### config.mk
export PLATFORM = sky130hd
export DESIGN_NAME = lane_steering
export DESIGN_NICKNAME = d
export VERILOG_FILES = /design/src/hw/mem_pkg.sv /design/src/hw/lane_steering.sv
export VERILOG_INCLUDE_DIRS = /design/src /design/src/include
export SDC_FILE = /design/constraint.sdc
export NUM_CORES = 1
export LEC_CHECK = 0
export BUFFER_PORTS_ARGS = -buffer_cell sky130_fd_sc_hd__buf_2
export CORE_ASPECT_RATIO = 0.9
export CORE_MARGIN = 1.5
export CORE_UTILIZATION = 27
export CTS_CLUSTER_SIZE = 14
export DETAILED_ROUTE_END_ITERATION = 10
export HOLD_SLACK_MARGIN = 0.1
export MAX_ROUTING_LAYER = met4
export PLACE_DENSITY = 0.77
export REMOVE_ABC_BUFFERS = 1
export SYNTH_ARGS = -nofsm -noshare
export SYNTH_HDL_FRONTEND = slang
export SYNTH_SLANG_ARGS = --single-unit
### constraint.sdc
create_clock -name i_clock -period 0.8 [get_ports i_clock]
set_input_delay 0.08 -clock i_clock [delete_from_list [all_inputs] [get_ports i_clock]]
set_output_delay 0.08 -clock i_clock [all_outputs]
set_load 0.005 [all_outputs]
### src/include/mem_defines.svh
`ifndef MEM_DEFINES_SVH
`define MEM_DEFINES_SVH

// Byte address width, 3 or more
`define MEM_ADDR_W 9

// Words in the memory, one per lane entry
`define MEM_WORDS (1 << (`MEM_ADDR_W - 2))

// Byte lanes per 32-bit word
`define MEM_LANES 4

`endif
### src/hw/mem_pkg.sv
`include "mem_defines.svh"

package mem_pkg;

  // Access width of a load or store
  typedef enum logic [1:0] {
    SIZE_BYTE = 2'd0,
    SIZE_HALF = 2'd1,
    SIZE_WORD = 2'd2
  } mem_size_t;

  typedef logic [31:0] word_t;              // Full data word
  typedef logic [7:0]  lane_t;              // One byte lane

  // Bit 0 is the least significant byte
  typedef logic [`MEM_LANES-1:0] lane_mask_t;

endpackage

### src/hw/lane_steering.sv
`timescale 1ns/1ps
`include "mem_defines.svh"

module lane_steering import mem_pkg::*; (
  input  logic                    i_clock,
  input  logic                    i_reset,
  input  logic                    i_enable,
  input  logic                    i_mem_write,
  input  logic                    i_mem_read,
  input  mem_size_t               i_size,
  input  logic [`MEM_ADDR_W-1:0]  i_address,
  input  word_t                   i_write_data,
  output lane_t                   o_lane_data [`MEM_LANES],
  output lane_mask_t              o_lane_write,
  output logic [`MEM_ADDR_W-3:0]  o_word_index,
  output logic                    o_access_read,
  output logic                    o_misaligned
);

  logic [1:0] byte_offset;
  logic       aligned;
  logic       access_ok;
  lane_mask_t size_mask;

  assign byte_offset  = i_address[1:0];
  assign o_word_index = i_address[`MEM_ADDR_W-1:2];  // Same index for every bank

  // Lanes covered by the access and whether the offset fits the size
  always_comb begin
    case (i_size)
      SIZE_BYTE: begin
        size_mask = lane_mask_t'(1) << byte_offset;
        aligned   = 1'b1;
      end
      SIZE_HALF: begin
        size_mask = lane_mask_t'(2'b11) << byte_offset;
        aligned   = ~byte_offset[0];
      end
      default: begin
        size_mask = '1;                            // Whole word
        aligned   = (byte_offset == 2'b00);
      end
    endcase
  end

  // Store data replicated so each lane sees its own byte
  always_comb begin
    for (int lane = 0; lane < `MEM_LANES; lane++) begin
      case (i_size)
        SIZE_BYTE: o_lane_data[lane] = i_write_data[7:0];
        SIZE_HALF: o_lane_data[lane] = lane[0] ? i_write_data[15:8] : i_write_data[7:0];
        default:   o_lane_data[lane] = i_write_data[8*lane +: 8];
      endcase
    end
  end

  assign access_ok     = i_enable & aligned;
  assign o_lane_write  = (i_mem_write & access_ok) ? size_mask : '0;
  assign o_access_read = i_mem_read & access_ok;

  // One-cycle flag for a rejected access
  always_ff @(posedge i_clock) begin
    if (i_reset) begin
      o_misaligned <= 1'b0;
    end else begin
      o_misaligned <= i_enable & (i_mem_write | i_mem_read) & ~aligned;
    end
  end

  // A flagged access never reached the banks
  a_no_write_on_misalign: assert property (@(posedge i_clock) disable iff (i_reset)
    o_misaligned |-> $past(o_lane_write) == '0);

endmodule

Yosys cells after proc, flatten, opt, wreduce, memory -nomap -nowiden
Cells that the tools add are included.
{"block": "totals", "register_bits": 1, "inputBits": 48, "elab_cells": 21}
{"block": "op_classes", "n_eq_ne": 1, "shifts": 2, "n_mux": 6, "n_bitwise": 8, "n_reduce_logical": 3}
{"operator": "$mux W8", "count": 2}
{"operator": "$pmux W8 S2", "count": 1}
{"operator": "$pmux W4 S2", "count": 1}
{"operator": "$and A1 B1 Y1", "count": 5}
{"operator": "$logic_not A2 Y1", "count": 2}
{"operator": "$mux W4", "count": 1}
{"operator": "$shl A1 B2 Y4 const A", "count": 1}
{"operator": "$shl A2 B2 Y4 const A", "count": 1}
{"operator": "$eq A2 B1 Y1 const B", "count": 1}
{"operator": "$not A1 Y1", "count": 2}
{"operator": "$pmux W1 S2", "count": 1}
{"operator": "$reduce_or A2 Y1", "count": 1}
{"operator": "$or A1 B1 Y1", "count": 1}

Longest topological paths before layout
{"block": "depth", "ltp_word": 5, "mapped_depth": 4, "mapped_depth_nobuf": 2}

Worst setup path after synthesis
No wires, ideal clock.
{"block": "synth_timing", "path_type": "input to output", "startpoint": "input i_size[1]", "endpoint": "output o_lane_data[16] (netlist name)", "arrival_ps": 618, "required_time_ps": 720, "slack_ps": 102, "path_stages": 2, "path_buffers": 0, "cell_sequence": "nor2_4 > mux2_2"}
{"item": "start, declared", "line_no": "lane_steering.sv:10", "rtl": "input mem_size_t i_size,"}
{"item": "end, declared", "line_no": "lane_steering.sv:13", "rtl": "output lane_t o_lane_data [`MEM_LANES],"}

==> results.toml <==
[place]
hpwlAfterDp_mm = 1.58
gp_congestion = 0.660
placedCellCount = 168
portBuffers = 78

[final_layout]
reg.largest.list = "o_misaligned x1"
final_util_pct = 57.2
largest_reg_flops = 1
seq_area_um2 = 20.0
drive_above_1_share_pct = 76.0
stdcell_count = 173
antennaDiodeCount = 0
largest-register = "o_misaligned"
nNetsFinal = 196
fillers = 204
synthToLayoutAreaGrowth_pct = 96.7
multi_input_area_um2 = 528

[setup_path]
cp_num_buf_inv = 3
endpoint_kind = "output port"
crit_fanout = 8
start_kind = "primary input"
cpPeakStageDelay_ps = 310
cp_slowest_cell = "mux2_4"
cp_top_family = "buffers and inverters"
path_cells = "buf_8, nor2_4, buf_12, mux2_4, buf_6"
critPathKind = "primary input to output port"
crit_required_ps = 720
critPathArrivalTime_ps = 860

[die]
fp.dieArea_um2 = 2670
start_util_pct = 29.1
rows = 16
die_x_um = 54.3
io_pins = 93
core_area_um2 = 2200
dieHeight_um = 49.2

[cts]
hold_buffers = 0

[timing]
fmaxAchievable_mhz = 1060
grt_setup_unrepaired = "true"
finalCritPeriodShare_pct = 118
period_minus_slack_ps = 941
relSlewSlack_pct = 82.8
worst_pin_slew_ps = 257
fin_ws_ps = -141
whs_ps = 160
slew_viol_final = 0
setup_violations = 28
hold_viol_final = 0

[power_and_ir_drop]
powerDensity_nw_per_um2 = 625
peakVddDrop_mv = 0.434
p_leak_nw = 0.690

[synthesis]
ys_seq_area_share_pct = 3.13
yosysWarnings = 0
syn_area_um2 = 641
yosys_register_bits = 1
postSynthAreaPerCell_um2 = 8.32
yosysUniqueCellTypes = 19
synth_cells = 77

[global_routing]
antenna_found_initial = 0
grt_pass1_wl_mm = 3.53
grt_pass1_vias = 870
overflow = 0
grt_max_degree = 13
grt_use_total_pct = 17.3

[routing]
wirelength_mm = 2.45
ant_nets = 0
dr_total_vias = 874
drc_errors = 0
drtPass1Iterations = 3
wl_per_cell_um = 14.2
vias_per_cell = 5.05
drtIter0Drc = 5

[hold_path]
whs_endpoint = "o_word_index[1]"
whs_path_depth = 0
worstHoldPathType = "primary input to output port"
min_from = "i_address[3]"

[status]
status = "finished with violations"
violations = "negative setup slack"

[flow_run]
max_cap_viol_count = 0
-- layout by cell type, fill, tap and decap left out, types with 2 or more instances in the layout --
| master | count |
|---|---|
| buf_12 | 4 |
| mux2_4 | 16 |
| nor3_1 | 2 |
| buf_4 | 3 |
| xnor2_1 | 2 |
| o21ai_1 | 9 |
| nand2_1 | 8 |
| buf_6 | 19 |
| buf_2 | 59 |
| nand2_2 | 2 |
| buf_8 | 2 |
| mux2i_1 | 8 |
-- cell families (layout without fill, tap and decap cells) --
group / Yosys count / after routing / synth area share [%]
xor+xnor: 2 / 2 / 2.73
compound gates: 12 / 12 / 12.1
buf+inv: 20 / 89 / 24.6
mux: 24 / 24 / 40.6
simple gates: 18 / 18 / 16.8
flops: 1 / 1 / 3.13
-- layout make-up --
| class | instances | area share (%) |
|---|---|---|
| inverter | 1 | 0.298 |
| multi-input combinational | 56 | 41.9 |
| sequential | 1 | 1.59 |
| tap | 27 | 2.68 |
| timing repair buffer | 88 | 53.5 |
-- where the power goes --
group          total, mW  leakage [nW]  internal (mW)  switching, mW
clock                  0             0              0              0
combinational      0.734         0.681          0.464          0.271
sequential        0.0535       0.00819         0.0531       0.000381
-- worst max-delay path by stage --
stage,cells past startpoint,end,startpoint,slack [ps]
floorplan,2,o_lane_data[16],i_size[1],100
global placement,4,o_lane_data[22],i_size[1],-270
detailed placement,4,o_lane_data[22],i_size[1],-260
CTS,5,o_lane_data[22],i_size[0],-140
global route,5,o_lane_data[22],i_size[1],-170
finish,5,o_lane_data[17],i_size[0],-140
-- Yosys cell counts, drive strengths merged --
| cell type | number | area (um^2) |
|---|---|---|
| nor3 | 2 | 10.0 |
| nor4b | 1 | 15.0 |
| and4bb | 1 | 12.5 |
| mux2 | 16 | 180 |
| nor2 | 2 | 15.0 |
| and4 | 1 | 8.76 |
| inv | 1 | 3.75 |
| buf | 19 | 154 |
| mux2i | 8 | 80.1 |
| o2bb2ai | 1 | 8.76 |
| nand2 | 10 | 37.5 |
| nand4b | 1 | 8.76 |
| xnor2 | 2 | 17.5 |
| o21ai | 10 | 53.8 |
| a2111oi | 1 | 15.0 |
| dfxtp | 1 | 20.0 |
-- per-layer routing --
layer | vias to the layer above | track usage, % | part of all wire [%]
met5 | - | - | 0
met4 | 0 | 0 | 0
met3 | 0 | 2.45 | 11
met2 | 66 | 32.9 | 50
met1 | 404 | 19.6 | 40
li1 | 404 | - | -
-- timing repair --
| action | in CTS | in global routing |
|---|---|---|
| gates resized for setup | 45 | 15 |
| pin swaps | 5 | 0 |
| endpoints found under the setup margin | 29 | 29 |
| setup buffers | 4 | 0 |
| gates cloned | 2 | 0 |
-- stage by stage --
stage | power (mW) | area [um^2] | setup WS, ps | setup TNS [ps]
5_1_grt | 0.842 | 1260 | -166 | -2470
6_report | 0.788 | 1260 | -141 | -1600
3_3_place_gp | 0.541 | 948 | -267 | -5020
2_1_floorplan | 0.234 | 487 | 102 | 0
4_1_cts | 0.740 | 1220 | -144 | -1770
3_5_place_dp | 0.546 | 948 | -261 | -5090
No activity file was read; power rests on OpenSTA's default activity.
