**src/include/mem_defines.svh**
```systemverilog
`ifndef MEM_DEFINES_SVH
`define MEM_DEFINES_SVH

// Byte address width, 3 or more
`define MEM_ADDR_W 9

// Words in the memory, one per lane entry
`define MEM_WORDS (1 << (`MEM_ADDR_W - 2))

// Byte lanes per 32-bit word
`define MEM_LANES 4

`endif
```
**src/hw/mem_pkg.sv**
```systemverilog
`include "mem_defines.svh"

package mem_pkg;

  // Access width of a load or store
  typedef enum logic [1:0] {
    SIZE_BYTE = 2'd0,
    SIZE_HALF = 2'd1,
    SIZE_WORD = 2'd2
  } mem_size_t;

  typedef logic [31:0] word_t;              // Full data word
  typedef logic [7:0]  lane_t;              // One byte lane

  // Bit 0 is the least significant byte
  typedef logic [`MEM_LANES-1:0] lane_mask_t;

endpackage

```
**src/hw/load_extender.sv**
```systemverilog
`timescale 1ns/1ps
`include "mem_defines.svh"

module load_extender import mem_pkg::*; (
  input  logic        i_clock,
  input  logic        i_reset,
  input  logic        i_access_read,
  input  mem_size_t   i_size,
  input  logic        i_unsigned,
  input  logic [1:0]  i_byte_offset,
  input  lane_t       i_lane_bytes [`MEM_LANES],
  output word_t       o_read_data,
  output logic        o_read_valid
);

  mem_size_t  size_q;
  logic [1:0] offset_q;
  logic       unsigned_q;
  lane_t      sel_byte;
  logic [15:0] sel_half;
  logic       sign_fill;
  word_t      full_word;

  // Load attributes kept until the bank bytes arrive
  always_ff @(posedge i_clock) begin
    if (i_reset) begin
      size_q       <= SIZE_BYTE;
      offset_q     <= 2'b00;
      unsigned_q   <= 1'b1;
      o_read_valid <= 1'b0;
    end else begin
      o_read_valid <= i_access_read;  // Bank bytes are valid next cycle
      if (i_access_read) begin
        size_q     <= i_size;
        offset_q   <= i_byte_offset;
        unsigned_q <= i_unsigned;
      end
    end
  end

  // Byte and halfword picked from the registered lanes
  assign sel_byte = i_lane_bytes[offset_q];
  assign sel_half = {i_lane_bytes[{offset_q[1], 1'b1}], i_lane_bytes[{offset_q[1], 1'b0}]};

  always_comb begin
    for (int lane = 0; lane < `MEM_LANES; lane++) begin
      full_word[8*lane +: 8] = i_lane_bytes[lane];
    end
  end

  // Extension of the picked bytes, holds while banks hold
  always_comb begin
    case (size_q)
      SIZE_BYTE: begin
        sign_fill   = ~unsigned_q & sel_byte[7];
        o_read_data = {{24{sign_fill}}, sel_byte};
      end
      SIZE_HALF: begin
        sign_fill   = ~unsigned_q & sel_half[15];
        o_read_data = {{16{sign_fill}}, sel_half};
      end
      default: begin
        sign_fill   = 1'b0;                        // Nothing to extend
        o_read_data = full_word;
      end
    endcase
  end

  // Valid is a single pulse per strobe
  a_valid_pulse: assert property (@(posedge i_clock) disable iff (i_reset)
    (o_read_valid && !i_access_read) |=> !o_read_valid);

endmodule

```
**config.mk**
```make
export PLATFORM = sky130hd
export DESIGN_NAME = load_extender
export DESIGN_NICKNAME = d
export VERILOG_FILES = /design/src/hw/mem_pkg.sv /design/src/hw/load_extender.sv
export VERILOG_INCLUDE_DIRS = /design/src /design/src/include
export SDC_FILE = /design/constraint.sdc
export NUM_CORES = 1
export LEC_CHECK = 0
export BUFFER_PORTS_ARGS = -buffer_cell sky130_fd_sc_hd__buf_2
export CORE_UTILIZATION = 41
export DETAILED_ROUTE_END_ITERATION = 12
export HOLD_SLACK_MARGIN = 0.1
export PLACE_DENSITY = 0.79
export SLEW_MARGIN = 10
export SYNTH_ARGS = -nofsm -noshare
export SYNTH_HDL_FRONTEND = slang
export SYNTH_SLANG_ARGS = --single-unit
```
**constraint.sdc**
```tcl
create_clock -name i_clock -period 1.55 [get_ports i_clock]
set_input_delay 0.155 -clock i_clock [delete_from_list [all_inputs] [get_ports i_clock]]
set_output_delay 0.155 -clock i_clock [all_outputs]
set_load 0.02 [all_outputs]
```
; ---- Yosys cells after proc, flatten, opt, wreduce, memory -nomap -nowiden
; Index checks and enable logic that the tools add are counted.
[op_classes]
magnitude_cmp = 3
n_eq_ne = 1
mux = 10
bitwise_logic = 6
n_reduce_logical = 1
[op_table]
columns = operator, n
row1 = one-hot mux 32 bit (2 select lines), 1
row2 = binary-select mux 8 bit (select 2 bit), 3
row3 = 2-to-1 mux 8 bit, 6
row4 = ">= comparator 3 bit, second input constant", 3
row5 = NOT 2 -> 3 bit, 3
row6 = AND 1 bit, 2
row7 = "== test 2 x 1 -> 1 bit, second input constant", 1
row8 = zero test 2 bit, 1
row9 = NOT 1 bit, 1
[word_totals]
reg_bits = 6
in_bits = 40

; ---- Logic depth before layout (Yosys ltp)
[logic_depth]
depth_word = 6
ltp_mapped = 5
mapped_depth_nobuf = 3

; ---- Least setup slack after synthesis
; Ideal clock, no wire load.
[synth_timing]
kind = register -> output
from = reg offset_q[1]
to = out o_read_data[12]
t_arrival_ns = 1.251
t_required_ns = 1.395
path_slack_ns = 0.144
path_stages_with_launch = 6
path_buffers = 2
cell_sequence = dfxtp_1 -> buf_6 -> mux2_2 -> nand3_2 -> buf_6 -> nand4_1
[synth_via]
elab_chain_len = 6
elab_cells_between_ends = 10
[synth_lines]
columns = item, line
row1 = start: declaration, load_extender.sv:17  ; logic [1:0] offset_q;
row2 = start signal: assignment, load_extender.sv:35  ; offset_q <= i_byte_offset;
row3 = NOT 2 -> 3 bit (implied by the code), load_extender.sv:42  ; assign sel_byte = i_lane_bytes[offset_q];
row4 = binary-select mux 8 bit (select 2 bit), load_extender.sv:42
row5 = 2-to-1 mux 8 bit (implied by the code) (2 in a row), load_extender.sv:42
row6 = AND 1 bit, load_extender.sv:55  ; sign_fill = ~unsigned_q & sel_byte[7];
row7 = one-hot mux 32 bit (2 select lines) *, load_extender.sv:53  ; case (size_q)
row8 = end: declaration, load_extender.sv:12  ; output word_t o_read_data,
; Every way passes the cells marked *; elsewhere a longest branch is shown, timed or not. The select of a mux whose other input is x is not followed.

; ---- Final worst setup path
[layout_timing]
from = reg offset_q[1]
to = out o_read_data[13]
; The elaborated chain is that of the path after synthesis.

==> impl_metrics.csv <==
group,metric,value,unit
critical_path,cp_common_cell,"buf_6",
cts,ctsHoldBuffers,0,
place,dp_hpwl,2.659,mm
cts,cts_buffer_depth,2,
floorplan,die-area,2649,µm²
yosys,ys_warn_count,0,
status,violations,"setup timing",
place,gp_congestion,0.9116,
layout,drive_gt1_share,64.22,%
cts,path_clk_slew,50,ps
timing,rsz0062_at_grt,"yes",
critical_path,critPathSlowestCell,"dfxtp_4",
yosys,ys.flop_type,"dfxtp_1",
layout,synthToLayoutAreaGrowth,103.9,%
global_routing,grt_pass1_wl,5.651,mm
cts,cts.sinks,6,
place,dp_slack,-58.05,ps
power_and_ir_drop,p_per_area,544.4,nW/µm²
global_routing,grt_pass1_vias,1245,
layout,fin_nets,260,
yosys,synth_edf_count,0,
layout,final_cell_mix,"buf_2, buf_6, nand2_1",
cts,ctsHtreeMaxLevel,1,
power_and_ir_drop,total_power,1.114,mW
flow_run,maxCapViolCount,0,
cts,cts_made_buffers,3,
floorplan,die-height,51.47,µm
power_and_ir_drop,p_leak,1.131,nW
yosys,syn_area_per_cell,7.489,µm²
layout,multi_input_area,1046,µm²
yosys,synth_area_leaders,"dfxtp_1, nand3_1, nand2_1",
drt,drt-total-wl,6.107,mm
cts,clock_latency,240,ps
critical_path,worstPathArrival,1680,ps
yosys,synth_nets,174,
global_routing,antenna_found_initial,0,
floorplan,rows,17,
drt,final_antenna_net_count,0,
layout,final_util,90.73,%
timing,slew_headroom,83.22,%
critical_path,cp_cell_sequence,"buf_12 > nor2b_2 > buf_6 > a31oi_1 > nand4_1 > buf_6",
critical_path,path_class,"reg2out",
critical_path,start_kind,"flop",
drt,wl_per_cell,24.83,µm
yosys,synth-seq-cells,6,
yosys,postSynth.asyncResetShare,0,%
cts,cts_root_buf,"clkbuf_4",
cts,cts_tree,"built",
floorplan,fp.dieW,51.47,µm
critical_path,crit_fanout,8,
yosys,synth_largest_area_cell,"dfxtp_1",
timing,max_freq,543.5,MHz
drt,dr.pass1.iters,5,
layout,register_area,127.6,µm²
critical_path,required,1390,ps
status,status,"finished, violations left",
drt,drt-vias-per-instance,6.825,
yosys,yosysTopAreaCellShare,11.97,%
layout,layout_commonest_cell,"buf_2",
timing,slew_viol_final,0,
timing,hold_violations,0,
power_and_ir_drop,ir_worst_vdd,620.4,µV
global_routing,grtUsageTotal,28.72,%
drt,route.vias.total,1679,
timing,tightest_slew,251.1,ps
critical_path,crit_path_end_kind,"primary output",
place,port_buffers,72,
drt,drt_iter0_markers,151,
yosys,synthCells,134,
yosys,yosysUniqueCellTypes,29,
global_routing,grt_start_max_net_pins,25,
critical_path,slowest_delay,390,ps
timing,setup_viol,32,
floorplan,core_region_area,2255,µm²
layout,num_antenna_cells,0,
drt,drc_errors,0,
layout,n_fill_cell,88,
timing,post-route-period-util,118.7,%
yosys,synth-seq-area-share,11.97,%
floorplan,io_pins,73,
timing,whs,112.8,ps
floorplan,start_util,44.51,%
global_routing,grt-ovfl-total,0,
min_path,hp-class,"in2reg",
timing,finClkSkew,0,ps
yosys,syn_area,1003,µm²
timing,final.min_clock_period,1840,ps
timing,setup_slack,-289.9,ps
-- cells by family after synthesis --
logic type / synth area share [%]
and+or+nand+nor: 46.64
buffers and inverters: 9.850
muxes: 15.59
AOI/OAI and AO/OA: 15.96
DFF: 11.97
-- cells in the mapped netlist (5+ instances only) --
cell      number
nand2_1       24
nand3_1       18
a31oi_1        8
and3b_1        8
nand4_1        8
a221o_1        7
and4b_1        7
dfxtp_1        6
nor2_1         6
clkbuf_1       5
mux2_2         5
-- state kept, by name, indices dropped and copies added (netlist names) --
register,count
size_q,2
o_read_valid,1
unsigned_q,1
offset_q,2
-- worst max-delay path, delay by kind of cell, from the launching register on --
family / cells / cell delay, ps
AOI/OAI and AO/OA: 1 / 240
DFF: 1 / 390
buffers and inverters: 3 / 470
and+or+nand+nor: 2 / 330
-- power by group --
part / internal [mW] / leakage (nW) / total [mW] / switching [mW]
Combinational: 0.376 / 1.07 / 0.783 / 0.407
Clock: 0.0876 / 0.0138 / 0.145 / 0.0577
Sequential: 0.165 / 0.0514 / 0.185 / 0.0200
-- per-stage QoR --
stage               cell area [µm²]  setup TNS [ps]  instances
floorplan                      1003               0        134
global placement               1411               0        231
detailed placement             1411          -140.8        231
CTS                            1488           -4522        236
global route                   2046           -6982        246
finish                         2046           -6150        246
-- per-layer routing --
layer | wire [µm] | part of all wire, % | up-vias | GRT usage (%)
li1 | - | - | 685 | -
met1 | 2120 | 35 | 758 | 32.80
met2 | 2853 | 47 | 191 | 51.52
met3 | 737 | 12 | 45 | 2.976
met4 | 396 | 6.5 | 0 | 15.32
met5 | 0 | 0 | - | 0
-- timing repair --
item                       in CTS  in global routing
setup buffers                   1                  5
setup endpoints to repair      32                 32
pin swaps                       0                  7
gates cloned                    1                  5
resized for setup               5                 99
-- layout make-up --
| cell class | instances | area share, % |
|---|---|---|
| multi-input combinational | 114 | 51.13 |
| timing repair buffer | 94 | 39.63 |
| sequential | 6 | 6.239 |
| tap | 28 | 1.713 |
| clock buffer | 3 | 1.101 |
| inverter | 1 | 0.1835 |
-- worst paths after layout --
path	endpoint	cells after the start	slack [ps]	from
max	o_read_data[13]	6	-290	offset_q[1]$_SDFFE_PP0P_
max reg2reg	size_q[1]$_SDFFE_PP0P_	3	600	size_q[1]$_SDFFE_PP0P_
min	unsigned_q$_SDFFE_PP1P_	2	110	i_unsigned
min reg2reg	size_q[0]$_SDFFE_PP0P_	2	580	size_q[0]$_SDFFE_PP0P_
Power figures use the tool's default switching activity.
